`config.mk`:
```
export PLATFORM = sky130hd
export DESIGN_NAME = reg_file
export DESIGN_NICKNAME = d
export VERILOG_FILES = /design/src/common/cpu_pkg.sv /design/src/core/reg_file.sv
export SDC_FILE = /design/constraint.sdc
export NUM_CORES = 2
export LEC_CHECK = 0
export BUFFER_PORTS_ARGS = -buffer_cell sky130_fd_sc_hd__buf_2
export CAP_MARGIN = 20
export CORE_UTILIZATION = 40
export CTS_CLUSTER_DIAMETER = 200
export DETAILED_ROUTE_END_ITERATION = 16
export GPL_TIMING_DRIVEN = 0
export PLACE_DENSITY = 0.52
export SETUP_SLACK_MARGIN = 0.5
export SYNTH_ARGS = -nofsm -noshare
export SYNTH_HDL_FRONTEND = slang
export SYNTH_SLANG_ARGS = --single-unit
```
`constraint.sdc`:
```
create_clock -name clk -period 2.8 [get_ports clk]
set_clock_uncertainty 0.05 [all_clocks]
set_input_delay 0.56 -clock clk [delete_from_list [all_inputs] [get_ports clk]]
set_output_delay 0.56 -clock clk [all_outputs]
set_load 0.02 [all_outputs]
```
`src/common/cpu_pkg.sv`:
```
// shared types and fixed encodings for the integer core; floating-point opcodes are not defined
package cpu_pkg;

  typedef logic [31:0] word_t;
  typedef logic [4:0]  reg_idx_t;

  // major opcodes, instr[31:26]
  typedef enum logic [5:0] {
    op_rtype = 6'd0,
    op_addi  = 6'd1,
    op_andi  = 6'd2,
    op_ori   = 6'd3,
    op_xori  = 6'd4,
    op_addui = 6'd5,
    op_lw    = 6'd7,
    op_sw    = 6'd8,
    op_slti  = 6'd9,
    op_seq   = 6'd10,
    op_lui   = 6'd11,
    op_beq   = 6'd16,
    op_bne   = 6'd17,
    op_bgt   = 6'd18,
    op_bgte  = 6'd19,
    op_ble   = 6'd20,
    op_bleq  = 6'd21,
    op_bleu  = 6'd22,  // compares signed
    op_bgtu  = 6'd23,  // likewise signed
    op_j_a   = 6'd24,
    op_j_b   = 6'd25,  // jr-style jump with the same target handling
    op_jal   = 6'd26
  } opcode_e;

  // R-type function codes, instr[5:0]
  typedef enum logic [5:0] {
    fn_add    = 6'd0,
    fn_sub    = 6'd1,
    fn_and    = 6'd2,
    fn_or     = 6'd3,
    fn_not    = 6'd4,
    fn_xor    = 6'd5,
    fn_addu   = 6'd6,  // same datapath as add
    fn_subu   = 6'd7,  // same datapath as sub
    fn_slt    = 6'd8,
    fn_sll    = 6'd9,
    fn_srl    = 6'd10,
    fn_mul_hi = 6'd11,
    fn_mul_lo = 6'd12
  } funct_e;

  // ALU operation select
  typedef enum logic [4:0] {
    alu_add    = 5'd0,
    alu_sub    = 5'd1,   // a - b
    alu_and    = 5'd2,
    alu_xor    = 5'd3,
    alu_or     = 5'd4,
    alu_not    = 5'd5,   // ~a
    alu_sll    = 5'd6,
    alu_srl    = 5'd7,
    alu_sne    = 5'd8,
    alu_seq    = 5'd9,
    alu_slt    = 5'd10,
    alu_sle    = 5'd11,
    alu_sgt    = 5'd12,
    alu_sge    = 5'd13,
    alu_lui    = 5'd14,  // b << 16
    alu_mul_lo = 5'd15,
    alu_mul_hi = 5'd16,
    alu_bad    = 5'd31
  } alu_op_e;

  // marker for undefined operations
  localparam word_t BAD_RESULT = 32'hdeadbeef;

  // jal link register
  localparam reg_idx_t RA_INDEX = 5'd3;

endpackage

```
`src/core/reg_file.sv`:
```
// 32 general registers, two combinational reads, sync clear on rst; r0 is writable
module reg_file (
  input  logic              clk,
  input  logic              rst,
  input  logic              we,
  input  cpu_pkg::reg_idx_t waddr,
  input  cpu_pkg::word_t    wdata,
  input  cpu_pkg::reg_idx_t rt_idx,
  output cpu_pkg::word_t    rt_data,
  input  cpu_pkg::reg_idx_t rs_idx,
  output cpu_pkg::word_t    rs_data
);
  import cpu_pkg::*;

  word_t regs [32];

  // read ports see the old value until the edge
  assign rt_data = regs[rt_idx];
  assign rs_data = regs[rs_idx];

  always_ff @(posedge clk) begin
    if (rst) begin
      for (int i = 0; i < 32; i++) begin
        regs[i] <= '0;
      end
    end else if (we) begin
      regs[waddr] <= wdata;
    end
  end

endmodule

```
==> impl_metrics.yaml <==
clock_network:
  cts-root-buf: "clkbuf_16"
  cts_tree: "yes"
  clock_sinks: 1024
  path_clk_slew_ns: 0.06
  cts_max_level: 3
  cts_inserted_buffers: 120
  holdBufCountCts: 0
  cts_buffer_depth: 3
synth:
  synthMuxAreaShare_pct: 18.2
  synthSimpleGateAreaFrac_pct: 16.1
  ys_seq_area_share_pct: 54.5
  synth-edff-count: 1024
  synth_compound_area_share_pct: 6.95
  synth_xor_area_share_pct: 0
  yosys.area_share.adder_pct: 0
  ys_seq_elements: 1024
  avgSynthCellArea_sq_um: 12.2
  syn_inst: 4640
  ys_types: 31
  synth_flop_cell: "edfxtp_1"
  synth_top_family_by_area: "multiplexers"
  asyncSetResetFlopFracSynth_pct: 0
  mappedNetlistNets: 4690
  netlist_area_sq_um: 56500
  yosysWarningCount: 0
critical_path:
  required_ns: 2.19
  worstSetupPathType: "input pin to output port"
  path_delay_family: "buffers and inverters"
  path_buf_inv: 6
  crit_fanout: 8
  end_kind: "output port"
  slowest_stage: "a22oi_2"
  crit_path_start_kind: "input pin"
  cp.arrival_ns: 2.30
  cp_cell_sequence: "buf_12 -> buf_12 -> buf_12 -> buf_16 -> buf_16 -> mux2i_4 -> a22oi_2 -> nand3_4 -> nand3_4 -> buf_6"
  timing.critical_path.mode_cell: "buf_12"
  path_depth: 10
  cpPeakStageDelay_ns: 0.23
sta:
  worst-slew-pin-transition_ns: 1.08
  post-route-period-util_pct: 104
  slew-limit-headroom_pct: 28.0
  fmax_mhz: 344
  grt_setup_unrepaired: "yes"
  setup_viol: 28
  period_minus_slack_ns: 2.91
  maxSlewViolCount: 0
  final-hold-violation-count: 0
  setup_slack_ns: -0.108
drt:
  wl_per_cell_um: 35.5
  drc: 0
  first_iter_violations: 5004
  antenna_left: 0
  drt_first_pass_iters: 6
  vias: 41600
  routed_wl_um: 247000
  viasPerCell: 6.00
grt:
  grtUsageTotal_pct: 33.9
  use_met3_pct: 6.69
  grt-ovfl-total: 0
  grtUsageMet2_pct: 52.3
  antenna_found_initial: 21
  grt.busiest_layer: "met2"
  use_met1_pct: 45.7
  grt_pass1_vias: 40200
  grt_max_degree: 33
  grt_first_pass_wirelength_um: 329000
floorplan:
  die_y_um: 378
  die_area_sq_um: 143000
  core_area_sq_um: 140000
  die_x_um: 378
  start_util_pct: 40.4
  io_pins: 114
  rows: 137
job:
  cap_violations: 0
placed_design:
  post_dp_cell_area_sq_um: 60300
  dp_hpwl_um: 173000
  io_buffer_count: 111
  gp_congestion: 0.910
layout:
  layout_common_cells: "and2_1, edfxtp_1, mux2i_1"
  utilization_pct: 49.5
  multi_input_area_sq_um: 25800
  regArea_sq_um: 30700
  largest_register_ff_count: 1024
  top_register: "regs"
  final_area_sq_um: 69200
  layout-drive-gt1-share_pct: 22.1
  nFillCells: 12400
  top_regs: "regs x1024"
  area_growth_syn_to_layout_pct: 22.5
  final_nets: 4994
pwr:
  p_leak_nw: 27.1
  ir_drop_mv: 0.531
  p_per_area_nw_per_um2: 580
min_path:
  min_path_type: "input pin to register"
  whs_path_depth: 2
  min_to: "regs[4][27]"
  hold_start: "wdata[27]"
run_status:
  violations: "setup timing"
  status: "finished, violations left"
[worst max-delay path by stage]
stage | startpoint | end | slack, ns
floorplan | rs_idx[0] | rs_data[11] | 0.51
global placement | rs_idx[0] | rs_data[10] | -1.55
detailed placement | rs_idx[0] | rs_data[12] | -1.53
CTS | regs[7][13] | rs_data[13] | -0.10
global route | rs_idx[1] | rs_data[12] | -0.11
finish | rs_idx[1] | rs_data[10] | -0.11
[kinds of logic (layout without fill, tap and decap cells)]
logic type | after synthesis | in the layout
buf+inv | 448 | 852
flops | 1024 | 1024
other cells | 0 | 13
compound gates | 576 | 576
simple gates | 1568 | 1572
mux | 1024 | 1024
[cell usage after synthesis, types with 64 or more instances]
master | instances | area, sq um
a22oi_1 | 192 | 1440
and2_1 | 1026 | 6420
nand2_1 | 195 | 732
a31oi_1 | 64 | 400
nand3_1 | 193 | 966
edfxtp_1 | 1024 | 30700
clkbuf_1 | 189 | 709
a22o_1 | 128 | 1120
a21oi_1 | 192 | 961
clkbuf_2 | 66 | 330
nor3_1 | 64 | 320
buf_4 | 76 | 571
mux2i_1 | 1024 | 10200
[through the flow]
step           setup TNS (ns)  setup WS (ns)  cells  hold WS [ns]  power (mW)
2_1_floorplan               0          0.513   4640         0.708        21.2
3_3_place_gp          -839.29          -1.55   6627         0.851        23.4
3_5_place_dp          -363.58          -1.53   6655         0.858        23.5
4_1_cts                -0.931         -0.102   6910        0.0596        39.8
5_1_grt                 -1.41         -0.107   6926         0.105        40.9
6_report                -1.16         -0.108   6937         0.105        40.2
[layer usage]
layer,share of wire [%],vias up
met2,44,2189
met3,9.1,531
met1,41,21300
li1,-,17600
met4,5.4,14
met5,0.032,-
[power by group]
group | internal, mW | switching, mW
registers | 17.7 | 0.440
clock network | 8.94 | 6.81
logic | 2.30 | 3.98
[final cells by class]
type / instances / area share (%)
multi-input cells: 3172 / 37.3
well taps: 1876 / 3.39
diodes: 13 / 0.0470
clock buffers: 149 / 4.62
flip-flops and latches: 1024 / 44.4
clock inverters: 77 / 0.897
repair buffers: 178 / 2.96
plain buffers: 448 / 6.36
[timing repair]
action / 4_1_cts / 5_1_grt
gates resized for setup: 948 / 195
setup buffers: 20 / 8
setup endpoints to repair: 470 / 337
pin swaps: 168 / 111
cloned: 9 / 6
Power figures use the tool's default switching activity.
