<file path="config.mk">
export PLATFORM = sky130hd
export DESIGN_NAME = decoder
export DESIGN_NICKNAME = d
export VERILOG_FILES = /design/src/common/cpu_pkg.sv /design/src/core/decoder.sv
export SDC_FILE = /design/constraint.sdc
export NUM_CORES = 1
export LEC_CHECK = 0
export BUFFER_PORTS_ARGS = -buffer_cell sky130_fd_sc_hd__buf_2
export CORE_MARGIN = 4
export CORE_UTILIZATION = 35
export DETAILED_ROUTE_END_ITERATION = 10
export PLACE_DENSITY_LB_ADDON = 0.3
export SYNTH_ARGS = -nofsm -noshare
export SYNTH_HDL_FRONTEND = slang
export SYNTH_SLANG_ARGS = --single-unit
</file>
<file path="constraint.sdc">
create_clock -name vclk -period 1.6
set_clock_uncertainty 0.2 [all_clocks]
set_input_delay 0.24 -clock vclk [all_inputs]
set_output_delay 0.24 -clock vclk [all_outputs]
set_load 0.005 [all_outputs]
</file>
<file path="src/common/cpu_pkg.sv">
// shared types and fixed encodings for the integer core; floating-point opcodes are not defined
package cpu_pkg;

  typedef logic [31:0] word_t;
  typedef logic [4:0]  reg_idx_t;

  // major opcodes, instr[31:26]
  typedef enum logic [5:0] {
    op_rtype = 6'd0,
    op_addi  = 6'd1,
    op_andi  = 6'd2,
    op_ori   = 6'd3,
    op_xori  = 6'd4,
    op_addui = 6'd5,
    op_lw    = 6'd7,
    op_sw    = 6'd8,
    op_slti  = 6'd9,
    op_seq   = 6'd10,
    op_lui   = 6'd11,
    op_beq   = 6'd16,
    op_bne   = 6'd17,
    op_bgt   = 6'd18,
    op_bgte  = 6'd19,
    op_ble   = 6'd20,
    op_bleq  = 6'd21,
    op_bleu  = 6'd22,  // compares signed
    op_bgtu  = 6'd23,  // likewise signed
    op_j_a   = 6'd24,
    op_j_b   = 6'd25,  // jr-style jump with the same target handling
    op_jal   = 6'd26
  } opcode_e;

  // R-type function codes, instr[5:0]
  typedef enum logic [5:0] {
    fn_add    = 6'd0,
    fn_sub    = 6'd1,
    fn_and    = 6'd2,
    fn_or     = 6'd3,
    fn_not    = 6'd4,
    fn_xor    = 6'd5,
    fn_addu   = 6'd6,  // same datapath as add
    fn_subu   = 6'd7,  // same datapath as sub
    fn_slt    = 6'd8,
    fn_sll    = 6'd9,
    fn_srl    = 6'd10,
    fn_mul_hi = 6'd11,
    fn_mul_lo = 6'd12
  } funct_e;

  // ALU operation select
  typedef enum logic [4:0] {
    alu_add    = 5'd0,
    alu_sub    = 5'd1,   // a - b
    alu_and    = 5'd2,
    alu_xor    = 5'd3,
    alu_or     = 5'd4,
    alu_not    = 5'd5,   // ~a
    alu_sll    = 5'd6,
    alu_srl    = 5'd7,
    alu_sne    = 5'd8,
    alu_seq    = 5'd9,
    alu_slt    = 5'd10,
    alu_sle    = 5'd11,
    alu_sgt    = 5'd12,
    alu_sge    = 5'd13,
    alu_lui    = 5'd14,  // b << 16
    alu_mul_lo = 5'd15,
    alu_mul_hi = 5'd16,
    alu_bad    = 5'd31
  } alu_op_e;

  // marker for undefined operations
  localparam word_t BAD_RESULT = 32'hdeadbeef;

  // jal link register
  localparam reg_idx_t RA_INDEX = 5'd3;

endpackage

</file>
<file path="src/core/decoder.sv">
// field split plus control decode; controls forced low while rst, unknown codes give alu_bad
module decoder (
  input  logic              rst,
  input  cpu_pkg::word_t    instr,
  output cpu_pkg::reg_idx_t rd,
  output cpu_pkg::reg_idx_t rt,
  output cpu_pkg::reg_idx_t rs,
  output logic [4:0]        shamt,
  output logic [15:0]       imm,
  output logic [25:0]       jtarget,
  output logic              reg_write,
  output logic              mem_write,
  output logic              immediate,
  output logic              mem_to_reg,
  output logic              branch,
  output logic              jump,
  output logic              jal,
  output cpu_pkg::alu_op_e  alu_op
);
  import cpu_pkg::*;

  opcode_e opcode;
  funct_e  funct;

  // instruction fields
  assign opcode  = opcode_e'(instr[31:26]);
  assign rd      = instr[25:21];
  assign rt      = instr[20:16];
  assign rs      = instr[15:11];
  assign shamt   = instr[10:6];
  assign funct   = funct_e'(instr[5:0]);
  assign imm     = instr[15:0];
  assign jtarget = instr[25:0];

  // main control
  always_comb begin
    reg_write  = 1'b0;
    mem_write  = 1'b0;
    immediate  = 1'b0;
    mem_to_reg = 1'b0;
    branch     = 1'b0;
    jump       = 1'b0;
    jal        = 1'b0;
    if (!rst) begin
      case (opcode)
        op_rtype: reg_write = 1'b1;
        op_addi, op_andi, op_ori, op_xori, op_addui, op_slti, op_seq, op_lui: begin
          reg_write = 1'b1;
          immediate = 1'b1;
        end
        op_lw: begin
          reg_write  = 1'b1;
          immediate  = 1'b1;
          mem_to_reg = 1'b1;
        end
        op_sw: begin
          mem_write = 1'b1;
          immediate = 1'b1;
        end
        op_beq, op_bne, op_bgt, op_bgte, op_ble, op_bleq, op_bleu, op_bgtu: branch = 1'b1;
        op_j_a, op_j_b: jump = 1'b1;
        op_jal: begin
          reg_write = 1'b1;
          jump      = 1'b1;
          jal       = 1'b1;
        end
        default: ;  // unknown opcode acts as a nop
      endcase
    end
  end

  // ALU control
  always_comb begin
    case (opcode)
      op_lw, op_sw, op_addi, op_addui: alu_op = alu_add;  // address or sum
      op_andi:                        alu_op = alu_and;
      op_ori:                         alu_op = alu_or;
      op_xori:                        alu_op = alu_xor;
      op_slti, op_ble, op_bleu:       alu_op = alu_slt;
      op_seq, op_beq:                 alu_op = alu_seq;
      op_bne:                         alu_op = alu_sne;
      op_bgt, op_bgtu:                alu_op = alu_sgt;
      op_bgte:                        alu_op = alu_sge;
      op_bleq:                        alu_op = alu_sle;
      op_lui:                         alu_op = alu_lui;
      op_rtype: begin
        case (funct)
          fn_add, fn_addu: alu_op = alu_add;
          fn_sub, fn_subu: alu_op = alu_sub;
          fn_and:          alu_op = alu_and;
          fn_or:           alu_op = alu_or;
          fn_not:          alu_op = alu_not;
          fn_xor:          alu_op = alu_xor;
          fn_slt:          alu_op = alu_slt;
          fn_sll:          alu_op = alu_sll;
          fn_srl:          alu_op = alu_srl;
          fn_mul_hi:       alu_op = alu_mul_hi;
          fn_mul_lo:       alu_op = alu_mul_lo;
          default:         alu_op = alu_bad;
        endcase
      end
      default: alu_op = alu_bad;  // jumps land here too
    endcase
  end

endmodule

</file>
==> results of run 1 <==
-- per-layer routing --
metal | vias to the layer above | GRT usage, % | share of wire (%)
met4 | 0 | 1.35 | 1.2
met2 | 37 | 20.3 | 54
met5 | - | 0 | 0
li1 | 452 | - | -
met1 | 436 | 12.1 | 38
met3 | 8 | 2.49 | 7.6
-- report_power, final --
group	switching (W)	leakage, nW	internal [W]	total (W)
Combinational	0.000134	0.584	0.000155	0.000289
Sequential	0	0	0	0
Clock	0	0	0	0
Total	0.000134	0.584	0.000155	0.000289
-- critical path, stage by stage --
cell	delay [ps]
buf_6	100
or3_4	400
nor4_4	230
a21boi_2	220
nand4b_1	120
buf_2	120
-- kinds of logic after synthesis --
logic type / after synthesis
buffers and inverters: 75
AND/OR/NAND/NOR: 35
AO/OA/AOI/OAI: 32
adder cells (fa/ha/maj): 6
XOR/XNOR: 3
multiplexers: 3
-- repair_timing --
action                                  4_1_cts  5_1_grt
pin swaps                                     6       13
cloned                                        0        0
hold buffers                                  0        0
endpoints found under the setup margin        9        8
resized for setup                            24       17
setup buffers                                 2        3
-- synth_stat cells, types with 2 or more instances --
cell,count
buf_4,62
o21ai_0,11
a21oi_1,8
nor2_1,8
ha_1,6
buf_2,5
inv_1,5
nand2_1,5
nor2b_1,5
clkbuf_1,3
a211o_1,2
mux2i_1,2
nand2b_1,2
nand3b_1,2
nand4b_1,2
nor3_1,2
or2_2,2
xor2_1,2
-- worst min path at each step --
stage / cells past startpoint / endpoint / slack (ps) / start
floorplan: 1 / branch / 310 / rst
global placement: 0 / rt[3] / 280 / instr[19]
detailed placement: 0 / rt[3] / 280 / instr[19]
CTS: 0 / rt[3] / 280 / instr[19]
global route: 0 / rd[4] / 280 / instr[25]
finish: 0 / jtarget[9] / 280 / instr[9]
-- cell type report --
type / instances / area (um2) / share of cell area [%]
Multi-Input combinational cell: 79 / 653 / 53.9
Timing Repair Buffer: 68 / 495 / 40.9
Tap cell: 31 / 38.8 / 3.20
Inverter: 5 / 23.8 / 1.96
-- per-stage QoR --
stage	cell area [um2]	setup slack (ps)
after global placement	1030	-340
after CTS	1130	-319
after global routing	1210	-337
final	1210	-263
after detailed placement	1030	-329
after floorplan	1090	35.3
==> qor.txt, run 1 <==
die width = 63.5 um
post-synthesis sequential area ratio = 0%
relative slew slack = 80.0%
RSZ-0062 raised after global routing = yes
fin util = 42.5%
Die Ht = 63.5 um
total track usage = 10.6%
failing checks = setup timing
hpwl dp = 1.88 mm
mux cell area share after synthesis = 2.90%
Power Total = 0.000289 W
main combinational cell family by area after synthesis = buffers and inverters
Seq cells = 0
biggest area consumer among synthesized cells = buf_4
post-synth net total = 193
per-cell routed wire length = 13.4 um
top cells by area, synth = buf_4, ha_1, o21ai_0, a21oi_1, nor2b_1
leakage power figure = 0.584 nW
vias per cell = 5.10
first-pass GRT wire length = 3.80 mm
Final ANT Viol Nets = 0
fin cells = 183
grt ovf = 0
Post-Synth Adder-Cell Area = 6.95%
final hold vios = 0
number of max-cap violations = 0
Avg Inst Size Synth = 7.01 um2
CP startpoint kind = input pin
final slew viol count = 0
run status = finished with violations
initial antenna violation count = 0
Post-Syn Instances = 154
fillers = 294
Worst EP required = 1160 ps
fin crit share = 116%
Tmin final = 1860 ps
gpl congestion = 0.824
placed insts = 178
Die ar. = 4040 um2
ANT cells = 0
hold_ws = 280 ps
drt drc = 0
achievable frequency = 0.537 GHz
most frequent cells in the layout = buf_2, buf_4, o21ai_0
First DRT Iteration DRCs = 37
Layout Nets = 193
via count = 933
Pwr Density = 239 nW/um2
Critical Path End Type = output port
fraction of layout cells with a size suffix above 1 = 61.2%
Final setup viols = 6
YS warnings = 0
commonest non-fill, non-tap cell in the layout = buf_2
synthesized area = 1080 um2
number of global-route vias before repair = 892
synthesis-to-finish area growth = 12.2%
critical path endpoint = alu_op[0]
IO Count = 107
Routed WL = 2.45 mm
Simple-Gate Fraction of Synth Area = 20.5%
critical path fanouts, max = 4
FP Rows = 19
Cell variety after synth = 38
Compound-Gate Fraction of Synth Area = 19.0%
core region area = 2850 um2
top-area cell type share of the netlist area = 43.1%
Register Area = 0 um2
drt pass-1 iters = 4
Initial Utilization = 37.9%
Slew @ Worst Pin = 298 ps
XOR/XNOR Fraction of Synth Area = 2.43%
maximum VDD drop = 0.0000932 V
Crit. Startpoint = instr[26]
Fin Setup TNS = -1160 ps
Port-buffer cells = 37
Critical Path AT = 1420 ps
min-delay worst type = in -> out
WS Path Type = in -> out
largest net degree at the start of global routing = 13
clock buf count = 0
setup ws final = -263 ps
(Power assumes the default switching activity.)
==> run 2: changes to the inputs <==
Settings changed: CORE_MARGIN 4 to unset.
==> qor.txt, run 2 (same netlist as run 1, synthesis figures left out) <==
HP Start = instr[23]
Pwr Density = 234 nW/um2 (-2.0%)
Hold Path Depth = 0 (unchanged)
Worst EP required = 1160 ps (about the same)
fin util = 42.0% (-0.44 points)
hpwl dp = 1.69 mm (-10%)
per-cell routed wire length = 12.3 um (-7.9%)
drt drc = 10 (+10)
run status = finished with violations
most frequent cells in the layout = buf_2, buf_4, nor2_1, buf_6
leakage power figure = 0.594 nW (+1.8%)
critical path fanouts, max = 4 (unchanged)
Layout Nets = 196 (+1.6%)
relative slew slack = 80.1% (about the same)
Slew @ Worst Pin = 297 ps (-1.09 ps)
first-pass GRT wire length = 3.57 mm (-6.0%)
grt ovf = 0 (unchanged)
hold bufs inserted after CTS = 0 (unchanged)
Initial Utilization = 38.2% (+0.32 points)
Final setup viols = 5 (-1)
drt pass-1 iters = 7 (+3)
min-delay worst type = in -> out
Die Ht = 57.5 um (-9.4%)
gpl congestion = 0.811 (-1.6%)
Fin Setup TNS = -1190 ps (-24.7 ps)
synthesis-to-finish area growth = 10.1%
Seq cells = 0 (unchanged)
Critical Path End Type = output port
initial antenna violation count = 0 (unchanged)
Placement Setup Slack = -331 ps (-1.86 ps)
wl on met1 = 890 um (-3.7%)
vias per cell = 5.09 (-0.14%)
Die ar. = 3310 um2 (-18%)
Critical Path AT = 1430 ps (about the same)
fraction of layout cells with a size suffix above 1 = 59.4% (-1.8 points)
fin crit share = 117% (+0.23 points)
FP Rows = 19 (unchanged)
die width = 57.5 um (-9.4%)
achievable frequency = 0.536 GHz (-0.20%)
uppermost layer routed = met4
via count = 947 (+1.5%)
largest net degree at the start of global routing = 17 (+4)
RSZ-0062 raised after global routing = yes
post-route design area = 1190 um2 (-1.9%)
fillers = 306 (+4.1%)
final hold vios = 0 (unchanged)
WS Path Type = in -> out
Power Total = 0.000278 W (-3.8%)
First DRT Iteration DRCs = 28 (-24%)
CP startpoint kind = input pin
clock buf count = 0 (unchanged)
number of max-cap violations = 0 (unchanged)
Routed WL = 2.29 mm (-6.4%)
Final ANT Viol Nets = 0 (unchanged)
dpl cell area = 1040 um2 (+0.48%)
met3 WL = 188 um (+1.6%)
number of global-route vias before repair = 837 (-6.2%)
core region area = 2830 um2 (-0.83%)
commonest non-fill, non-tap cell in the layout = buf_2
ANT cells = 0 (unchanged)
setup ws final = -267 ps (-3.69 ps)
IO Count = 107 (unchanged)
Tmin final = 1870 ps (+3.69 ps)
maximum VDD drop = 0.0000972 V (+4.3%)
final slew viol count = 0 (unchanged)
Port-buffer cells = 37 (unchanged)
Hold Path End = rd[2]
failing checks = DRC, setup timing
total track usage = 12.7% (+2.0 points)
Register Area = 0 um2 (unchanged)
met2 wire length = 1.21 mm (-8.0%)
==> run 2: metrics by stage <==
step | cells | hold WS (ps)
6_report | 186 | 280
5_1_grt | 186 | 280
4_1_cts | 185 | 280
3_5_place_dp | 182 | 280
3_3_place_gp | 182 | 280
2_1_floorplan | 154 | 314
==> run 2: routing by layer <==
metal  track usage, %  vias to the layer above
met5                0                        -
met4             2.79                        0
met3             1.59                        3
met2             24.6                       41
met1             14.6                      444
li1                 -                      459
==> run 2: repair_timing <==
item | 4_1_cts | 5_1_grt
pin swaps | 6 | 7
setup buffers | 3 | 1
gates resized for setup | 18 | 14
setup endpoints to repair | 8 | 9
==> run 2: critical path, cell delays in order <==
cell and delay, ps:
buf_6 90, or3_4 410, nor4_4 230, a21boi_2 210, nand4b_1 120, buf_2 120
==> run 2: cell type report <==
class              count  area, um2  area share (%)
multi-input cells     79        642            54.0
repair buffers        71        487            40.9
well taps             31       38.8            3.26
inverters              5       21.3            1.79
==> run 2: worst max-delay path by stage <==
stage	to	start	depth (start not counted)
global placement	alu_op[0]	instr[29]	6
detailed placement	alu_op[0]	instr[29]	6
CTS	alu_op[0]	instr[29]	6
finish	alu_op[0]	instr[29]	6
global route	alu_op[0]	instr[29]	6
floorplan	alu_op[0]	instr[29]	4
==> run 2: report_power, final <==
part | internal (W) | switching [W] | total, W
sequential | 0 | 0 | 0
clock | 0 | 0 | 0
combinational | 0.000150 | 0.000128 | 0.000278
total | 0.000150 | 0.000128 | 0.000278
