File: src/core/pc_unit.sv
// needs addr_width <= 26; past pc_limit the pc holds unless a jump or branch moves it
module pc_unit #(
  parameter int addr_width = 10,
  parameter int pc_limit   = 100
) (
  input  logic                  clk,
  input  logic                  rst,
  input  logic                  jump,
  input  logic [25:0]           jtarget,
  input  logic                  branch_taken,
  input  logic [15:0]           offset,
  output logic [addr_width-1:0] pc
);

  localparam logic [addr_width-1:0] limit = addr_width'(pc_limit);
  localparam logic [addr_width-1:0] one   = addr_width'(1);

  logic [31:0] offset_sx;

  assign offset_sx = {{16{offset[15]}}, offset};  // signed branch offset

  always_ff @(posedge clk) begin
    if (rst) begin
      pc <= '0;
    end else if (jump) begin
      pc <= jtarget[addr_width-1:0];
    end else if (branch_taken) begin
      pc <= pc + one + offset_sx[addr_width-1:0];
    end else if (pc <= limit) begin
      pc <= pc + one;
    end
  end

endmodule

File: config.mk
export PLATFORM = sky130hd
export DESIGN_NAME = pc_unit
export DESIGN_NICKNAME = d
export VERILOG_FILES = /design/src/core/pc_unit.sv
export SDC_FILE = /design/constraint.sdc
export NUM_CORES = 1
export LEC_CHECK = 0
export ABC_AREA = 1
export BUFFER_PORTS_ARGS = -buffer_cell sky130_fd_sc_hd__clkbuf_2
export CAP_MARGIN = 20
export CORE_UTILIZATION = 50
export CTS_CLUSTER_SIZE = 16
export DETAILED_ROUTE_END_ITERATION = 6
export PLACE_DENSITY_LB_ADDON = 0.1
export SYNTH_ARGS = -nofsm -noshare
export SYNTH_HDL_FRONTEND = slang
export SYNTH_SLANG_ARGS = --single-unit
File: constraint.sdc
create_clock -name clk -period 5 [get_ports clk]
set_clock_uncertainty 0.2 [all_clocks]
set_input_delay 0.25 -clock clk [delete_from_list [all_inputs] [get_ports clk]]
set_output_delay 0.25 -clock clk [all_outputs]
set_load 0.05 [all_outputs]
==> impl_metrics.yaml, run 1 <==
status:
  status: "complete, no violations"
clock_network:
  htreeDepth: 1
  cts_tree: "built"
  clkLatencyLatePin_ps: 260
  clock_sinks: 10
  clk_pin_slew_worst_paths_ps: 60
  cts_buffers: 3
  cts_buffer_depth: 2
  cts_root_buffer: "clkbuf_4"
  ctsResizeCount: 0
yosys:
  syn_area_per_cell_sq_um: 6.31
  yosys_warnings: 0
  synth-seq-cells: 10
  synth_cells: 189
  seq_area_frac_synth_pct: 16.8
  synth_nets: 247
  yosysUniqueCellTypes: 32
  synth_area_sq_mm: 0.00119
pwr:
  power.density_mw_per_mm2: 268
  pwr-share-clk_pct: 18.3
  power_switching_mw: 0.175
  internal_power_mw: 0.205
  leakage_nw: 0.771
  swShare_pct: 46.0
  combPwrFrac_pct: 54.3
  ir_worst_vdd_v: 0.000200
  p_seq_share_pct: 27.4
worst_setup_path:
  critical_path.top_delay_family: "simple AND/OR/NAND/NOR gates"
  cp_num_buf_inv: 1
  reg2reg_from: "pc[0]$_SDFFE_PP0P_"
  crit_chain: "ha_1 > nand2_1 > nor2_2 > nand3_1 > xor2_1 > clkinv_2 > ha_1 > nand2_2 > nor2_1 > nand3_1 > nand3_1 > nand2_1 > nand3_1 > nand2_1 > nand3_1 > nand2_1 > a21oi_1"
  crit_end: "pc[9]$_SDFFE_PP0P_"
  timing.rr.end: "pc[9]$_SDFFE_PP0P_"
  critPathLaunch: "pc[0]$_SDFFE_PP0P_"
  critical_path_arrival_ps: 2830
  r2r_slack_ps: 2150
  cp-start-kind: "flop"
  crit_slowest_cell: "dfxtp_1"
  critPathKind: "reg -> reg"
  r2r_cells: 17
  cp.depth: 17
  cpPeakStageDelay_ps: 400
  end_kind: "flop"
  crit_top_cell: "nand3_1"
  required_ps: 4980
  path_max_fanout: 5
placement:
  dpl_cell_area_sq_mm: 0.00137
  pre_cts_ws_ps: 2170
  globalplace.congestion: 0.860
  dp_hpwl_um: 2600
  io_buffers: 33
drt:
  drt-vias-per-instance: 5.24
  wire_per_inst_um: 12.2
  num_vias: 1320
  drt_iter0_markers: 37
  firstDrtPassIters: 4
  drtAntennaViolNets: 0
  remaining_drc_errors: 0
  routed_wl_um: 3070
floorplanning:
  start_util_pct: 53.4
  die_h_um: 50.8
  dieArea_sq_mm: 0.00258
  io-pin-count: 56
  die_x_um: 50.8
  core_sq_mm: 0.00223
  num_rows: 17
finish:
  largest_reg_flops: 10
  fillers: 231
  multiInputGateArea_sq_um: 860
  final_cell_mix: "41 x nand2_1, 33 x clkbuf_2, 25 x inv_1, 21 x a21oi_1, 14 x o21ai_0"
  num-nets-final: 283
  area_growth_pct: 18.7
  final_common_cell: "nand2_1"
  top_regs: "pc x10"
  antennaDiodeCount: 0
  fin_util_pct: 63.4
  regMostFlops: "pc"
  seqCellArea_sq_um: 200
  drive_above_1_share_pct: 21.4
  final_cell_area_sq_mm: 0.00142
timing:
  slew_headroom_pct: 74.6
  fin_setup_tns_ps: 0
  hold_ws_ps: 78.4
  finalCriticalPeriod_ps: 2850
  fin_crit_sh_pct: 57.0
  final_hold_viol_count: 0
  setup_violations: 0
  slew_violations: 0
  setup_slack_ps: 2150
  worstMarginPinSlew_ps: 380
  fmax_mhz: 351
  grt_setup_unrepaired: "false"
global_route:
  grt_max_degree: 12
  grt_pass1_wl_um: 5160
  grtUsageTotal_pct: 26.3
  grt_pass1_vias: 1212
  grt_overflow: 0
  antenna_found_initial: 0
job:
  cap_violations: 0
min_path:
  hold_path.class: "in -> reg"
-- stage by stage --
stage                     cells  power [mW]
final                       252       0.380
after global routing        252       0.411
after CTS                   252       0.379
after detailed placement    247       0.309
after global placement      247       0.302
after floorplan             189       0.260
-- synth_stat cells --
cell type / n / area, sq um
nand4_1: 4 / 25.0
buf_2: 1 / 5.00
xor2_1: 6 / 52.6
inv_1: 25 / 93.8
nor2_4: 1 / 11.3
xnor2_2: 1 / 16.3
clkinv_2: 1 / 5.00
a21oi_1: 21 / 105
buf_4: 1 / 7.51
o21ai_1: 3 / 15.0
nor2_2: 2 / 12.5
nor3_1: 2 / 10.0
o221ai_1: 1 / 8.76
fa_1: 1 / 20.0
nand2_1: 41 / 154
a41oi_1: 1 / 8.76
dfxtp_1: 10 / 200
o211ai_1: 1 / 7.51
nor2_1: 12 / 45.0
nand2_2: 4 / 25.0
inv_4: 1 / 6.26
a211o_1: 1 / 8.76
or2_1: 1 / 6.26
a21o_1: 1 / 7.51
a221oi_1: 1 / 8.76
a31oi_1: 2 / 12.5
inv_2: 1 / 3.75
buf_6: 1 / 11.3
nand3_1: 13 / 65.1
o21ai_0: 14 / 70.1
ha_1: 11 / 138
xnor2_1: 3 / 26.3
-- power groups by stage --
stage | Sequential [mW] | Combinational [mW] | Clock (mW)
global placement | 0.105 | 0.197 | 0
CTS | 0.104 | 0.205 | 0.0703
detailed placement | 0.106 | 0.203 | 0
finish | 0.104 | 0.206 | 0.0695
floorplan | 0.137 | 0.122 | 0
global route | 0.106 | 0.229 | 0.0756
-- worst min-delay path by stage --
stage	start	endpoint	slack (ps)	cells after the start
after detailed placement	rst	pc[7]$_SDFFE_PP0P_	260	2
after floorplan	rst	pc[6]$_SDFFE_PP0P_	120	1
final	jtarget[2]	pc[2]$_SDFFE_PP0P_	80	3
after global placement	rst	pc[7]$_SDFFE_PP0P_	260	2
after global routing	jtarget[2]	pc[2]$_SDFFE_PP0P_	100	3
after CTS	jtarget[2]	pc[2]$_SDFFE_PP0P_	80	3
-- repair_timing --
action | 4_1_cts | 5_1_grt
hold endpoints to repair | 3 | 0
setup buffers | 0 | 0
hold buffers | 1 | 0
setup endpoints to repair | 0 | 0
-- worst min-delay path, cell delays in order --
cell and delay, ps:
clkbuf_2 80, nand2_1 50, a41oi_1 110
-- metal layers --
metal | up-vias | track usage (%) | share of wire [%]
li1 | 699 | - | -
met1 | 588 | 32.0 | 47
met2 | 27 | 48.7 | 49
met3 | 6 | 2.08 | 2.2
met4 | 0 | 8.33 | 1.3
met5 | - | 0 | 0
-- area by class of cell --
class | count | share of cell area, %
repair buffers | 34 | 12.4
flip-flops and latches | 10 | 14.1
multi-input cells | 148 | 60.7
well taps | 28 | 2.48
inverters | 28 | 7.69
clock buffers | 4 | 2.56
-- cells by family after synthesis --
logic type	Yosys count	synth area share, %
buffers and inverters	31	11.1
AND/OR/NAND/NOR	80	29.7
flip-flops	10	16.8
XOR/XNOR	10	7.98
AO/OA/AOI/OAI	46	21.2
adder cells (fa/ha/maj)	12	13.2
(Power assumes the default switching activity.)
==> run 2: changes to the inputs <==
Settings changed: CORE_UTILIZATION 50 to 42.
Clock period 5 ns to 2.5 ns, I/O delays scaled along.
==> impl_metrics.yaml, run 2 (synthesis gave the netlist of run 1 again) <==
status:
  status: "complete, but fails checks"
  failed_checks: "setup timing"
worst_setup_path:
  crit_slowest_cell: "dfxtp_4"
  r2r_cells: 16
  critical_path_arrival_ps: 2520
  crit_chain: "ha_4 > nand2_4 > nor2_4 > nand4_1 > xor2_1 > inv_1 > ha_4 > nand2_4 > nor2_4 > nand3_2 > nand4_1 > nand3_1 > nand2_1 > nand3_1 > nand2_1 > a21oi_2"
  reg2reg_from: "pc[1]$_SDFFE_PP0P_"
  r2r_slack_ps: -60
  timing.rr.end: "pc[9]$_SDFFE_PP0P_"
  required_ps: 2460
  cp-start-kind: "flop"
  critPathKind: "reg -> reg"
  path_max_fanout: 3
  end_kind: "flop"
  cpPeakStageDelay_ps: 360
finish:
  final_common_cell: "nand2_1"
  antennaDiodeCount: 0
  fin_util_pct: 66.4
  final_cell_mix: "35 x nand2_1, 33 x clkbuf_2, 23 x inv_1, 15 x a21oi_1, 13 x o21ai_0"
  drive_above_1_share_pct: 39.3
  largest_reg_flops: 10
  fillers: 238
  top_regs: "pc x10"
  area_growth_pct: 44.2
  num-nets-final: 298
  seqCellArea_sq_um: 214
  multiInputGateArea_sq_mm: 0.00103
  regMostFlops: "pc"
placement:
  globalplace.congestion: 0.808
  dp_hpwl_um: 2680
  io_buffers: 33
min_path:
  hold_path.class: "in -> reg"
  holdPathEnd: "pc[4]$_SDFFE_PP0P_"
  worstHoldStart: "jtarget[4]"
  hold_depth: 3
global_route:
  grt_max_degree: 12
  grt_pass1_vias: 1381
  grtUsageTotal_pct: 23.3
  antenna_found_initial: 0
  grt_overflow: 0
  grt_pass1_wl_um: 5890
timing:
  slew_headroom_pct: 68.9
  hold_ws_ps: 17.8
  finalCriticalPeriod_ps: 2560
  final_hold_viol_count: 0
  slew_violations: 0
  grt_setup_unrepaired: "true"
  fin_crit_sh_pct: 102
  setup_slack_ps: -58.8
  worstMarginPinSlew_ps: 465
  setup_violations: 1
  fmax_mhz: 391
clock_network:
  cts_buffers: 3
  clk_pin_slew_worst_paths_ps: 70
  clock_sinks: 10
  cts_root_buffer: "clkbuf_4"
  cts_buffer_depth: 2
  htreeDepth: 1
  clkLatencyLatePin_ps: 260
  cts_tree: "built"
floorplanning:
  die_h_um: 55.3
  core_sq_mm: 0.00259
  start_util_pct: 46.0
  num_rows: 18
  io-pin-count: 56
  die_x_um: 55.3
  dieArea_sq_mm: 0.00306
drt:
  firstDrtPassIters: 4
  wl_met3_um: 187
  routed_wl_um: 3420
  top_layer: "met3"
  drt-vias-per-instance: 5.32
  drt_iter0_markers: 48
  drtAntennaViolNets: 0
  drt-met1-wl_um: 1540
  wire_per_inst_um: 12.7
  num_vias: 1432
  remaining_drc_errors: 0
  route.met2.wl_um: 1700
pwr:
  ir_worst_vdd_v: 0.000524
  leakage_nw: 0.873
  power.density_mw_per_mm2: 512
job:
  cap_violations: 0
==> run 2: layer usage <==
metal	vias up	track usage, %
li1	731	-
met1	653	29.9
met2	48	42.0
met3	0	4.92
met4	0	1.07
met5	-	0
==> run 2: how the worst max path moves through the flow <==
stage | from | end | depth (start not counted)
floorplan | pc[0]$_SDFFE_PP0P_ | pc[9]$_SDFFE_PP0P_ | 16
global placement | pc[0]$_SDFFE_PP0P_ | pc[9]$_SDFFE_PP0P_ | 16
detailed placement | pc[0]$_SDFFE_PP0P_ | pc[9]$_SDFFE_PP0P_ | 16
CTS | pc[0]$_SDFFE_PP0P_ | pc[9]$_SDFFE_PP0P_ | 17
global route | pc[1]$_SDFFE_PP0P_ | pc[9]$_SDFFE_PP0P_ | 16
finish | pc[1]$_SDFFE_PP0P_ | pc[9]$_SDFFE_PP0P_ | 16
==> run 2: layout make-up <==
type,count,share of cell area (%)
Timing Repair Buffer,49,17.2
Tap cell,30,2.18
Clock buffer,4,2.11
Sequential cell,10,12.4
Multi-Input combinational cell,148,59.8
Inverter,28,6.33
==> run 2: what timing repair did <==
action	CTS	global route
pin swaps	9	18
hold buffers	4	0
setup buffers	0	1
setup endpoints to repair	4	4
hold endpoints to repair	6	0
resized for setup	10	20
==> run 2: critical path: cells and delay by family (launching register included) <==
kind	cells	cell delay, ps
AO/OA/AOI/OAI	1	50
XOR/XNOR	1	220
adder cells (fa/ha/maj)	2	450
buffers and inverters	1	120
flip-flops	1	360
AND/OR/NAND/NOR	11	1050
==> run 2: report_power, final <==
part	total [mW]	internal, mW	switching, mW
Combinational	0.529	0.209	0.319
Sequential	0.207	0.183	0.0242
Clock	0.145	0.0884	0.0561
==> run 2: stage by stage <==
stage	power [mW]	setup TNS (ps)	std cells	setup slack (ps)	cell area [sq um]
after global placement	0.652	-66.2	260	-66.2	1500
after floorplan	0.532	0	189	6.79	1230
final	0.880	-58.8	269	-58.8	1720
after global routing	0.951	-427	269	-228	1720
after CTS	0.832	-15.6	268	-15.6	1610
after detailed placement	0.662	-132	260	-90.9	1500
==> run 3: changes to the inputs <==
Settings changed: PLACE_DENSITY set to 0.84, PLACE_DENSITY_LB_ADDON 0.1 to not set.
==> impl_metrics.yaml, run 3 (synthesis gave the netlist of run 1 again) <==
status:
  status: "complete, but fails checks"
  failed_checks: "setup timing"
global_route:
  grtUsageTotal_pct: 23.3
  grt_pass1_wl_um: 5880
  grt_pass1_vias: 1396
  grt_max_degree: 12
  grt_overflow: 0
  antenna_found_initial: 0
finish:
  final_cell_area_sq_mm: 0.00175
  largest_reg_flops: 10
  final_cells: 270
  area_growth_pct: 46.8
  num-nets-final: 299
  top_regs: "pc x10"
  regMostFlops: "pc"
  antennaDiodeCount: 0
  drive_above_1_share_pct: 42.1
  final_cell_mix: "35 x nand2_1, 33 x clkbuf_2, 20 x inv_1, 15 x a21oi_1, 13 x o21ai_0"
  final_common_cell: "nand2_1"
timing:
  setup_slack_ps: -23.1
  fmax_mhz: 396
  final_hold_viol_count: 0
  finalCriticalPeriod_ps: 2520
  worstMarginPinSlew_ps: 416
  setup_violations: 1
  slew_violations: 0
  grt_setup_unrepaired: "true"
  fin_crit_sh_pct: 101
  slew_headroom_pct: 72.2
  hold_ws_ps: 40.3
worst_setup_path:
  cpPeakStageDelay_ps: 360
  cp.depth: 17
  critPathLaunch: "pc[1]$_SDFFE_PP0P_"
  timing.rr.end: "pc[9]$_SDFFE_PP0P_"
  critPathKind: "reg -> reg"
  path_max_fanout: 3
  required_ps: 2450
  r2r_slack_ps: -20
  critical_path_arrival_ps: 2470
  end_kind: "flop"
  crit_end: "pc[9]$_SDFFE_PP0P_"
  r2r_cells: 17
  cp_num_buf_inv: 2
  critical_path.top_delay_family: "simple AND/OR/NAND/NOR gates"
  crit_chain: "ha_4 > nand2_2 > nor2_4 > buf_4 > xor2_2 > inv_2 > ha_4 > a21oi_2 > nand2_2 > nand2_1 > nand3_1 > nand2_2 > nand3_2 > nand2_1 > nand3_1 > nand2_1 > a21oi_2"
  crit_slowest_cell: "dfxtp_4"
  reg2reg_from: "pc[1]$_SDFFE_PP0P_"
  cp-start-kind: "flop"
clock_network:
  cts_buffers: 3
  cts_root_buffer: "clkbuf_4"
  cts_tree: "built"
  cts_buffer_depth: 2
  clk_pin_slew_worst_paths_ps: 70
  clkLatencyLatePin_ps: 260
  htreeDepth: 1
  clock_sinks: 10
job:
  cap_violations: 0
placement:
  pre_cts_ws_ps: -91.1
  dpl.cell_count: 259
  dpl_cell_area_sq_mm: 0.00149
  globalplace.congestion: 0.887
  io_buffers: 33
  dp_hpwl_um: 2560
drt:
  remaining_drc_errors: 0
  routed_wl_um: 3520
  drt_iter0_markers: 63
  firstDrtPassIters: 4
  drt-vias-per-instance: 5.36
  num_vias: 1447
  drtAntennaViolNets: 0
  wire_per_inst_um: 13.0
floorplanning:
  num_rows: 18
  start_util_pct: 46.0
  die_h_um: 55.3
  io-pin-count: 56
  core_sq_mm: 0.00259
  die_x_um: 55.3
  dieArea_sq_mm: 0.00306
min_path:
  hold_path.class: "in -> reg"
pwr:
  power.density_mw_per_mm2: 498
  leakage_nw: 0.857
  ir_worst_vdd_v: 0.000398
run 3: changes by cell type in the layout (fill, tap and decap cells not counted), moves of 2 or more:
cell / before / now
xor2_1: 5 / 3
nand3_1: 11 / 9
xor2_2: 1 / 3
nand3_2: 2 / 4
inv_1: 23 / 20
inv_2: 3 / 5
run 3: timing repair:
| action | CTS | global route |
|---|---|---|
| hold buffers | 5 | 0 |
| endpoints found under the setup margin | 4 | 6 |
| setup buffers | 2 | 0 |
| resized for setup | 12 | 27 |
| pin swaps | 11 | 22 |
| endpoints found under the hold margin | 7 | 0 |
| gates cloned | 0 | 0 |
run 3: final cells by class:
type                       instances  area [sq um]
tap                               30          37.5
sequential                        10           214
timing repair buffer              50           305
multi-input combinational        148          1060
clock buffer                       4          26.3
fill                             228           840
inverter                          28           111
run 3: tightest hold or removal path: cells and delay by family:
| family | cells | cell delay [ps] |
|---|---|---|
| AO/OA/AOI/OAI | 2 | 260 |
| buffers and inverters | 1 | 80 |
run 3: report_power, final:
group          total (mW)  switching [mW]  internal, mW  leakage (nW)
clock               0.115          0.0532        0.0615        0.0150
combinational       0.545           0.331         0.214         0.756
sequential          0.211          0.0282         0.183        0.0858
total               0.871           0.412         0.458         0.857
run 3: metal layers:
layer | up-vias | track usage [%] | wire length, um
li1 | 739 | - | -
met1 | 663 | 28.7 | 1530
met2 | 39 | 42.0 | 1800
met3 | 6 | 1.87 | 139
met4 | 0 | 8.57 | 45
met5 | - | 0 | 0
run 3: metrics by stage:
stage	setup TNS (ps)	total power, mW	util, %
floorplan	0	0.532	-
global placement	-35.4	0.645	57.5
detailed placement	-160	0.656	57.5
CTS	-13.3	0.808	63.1
global route	-525	0.944	67.6
finish	-23.1	0.871	67.6
run 3: worst min-delay path by stage:
stage	start	end	slack, ps	depth (start not counted)
after floorplan	rst	pc[6]$_SDFFE_PP0P_	-10	1
after global placement	rst	pc[6]$_SDFFE_PP0P_	130	2
after detailed placement	rst	pc[6]$_SDFFE_PP0P_	140	2
after CTS	jtarget[0]	pc[0]$_SDFFE_PP0P_	20	3
after global routing	jtarget[0]	pc[0]$_SDFFE_PP0P_	40	3
final	jtarget[3]	pc[3]$_SDFFE_PP0P_	40	3
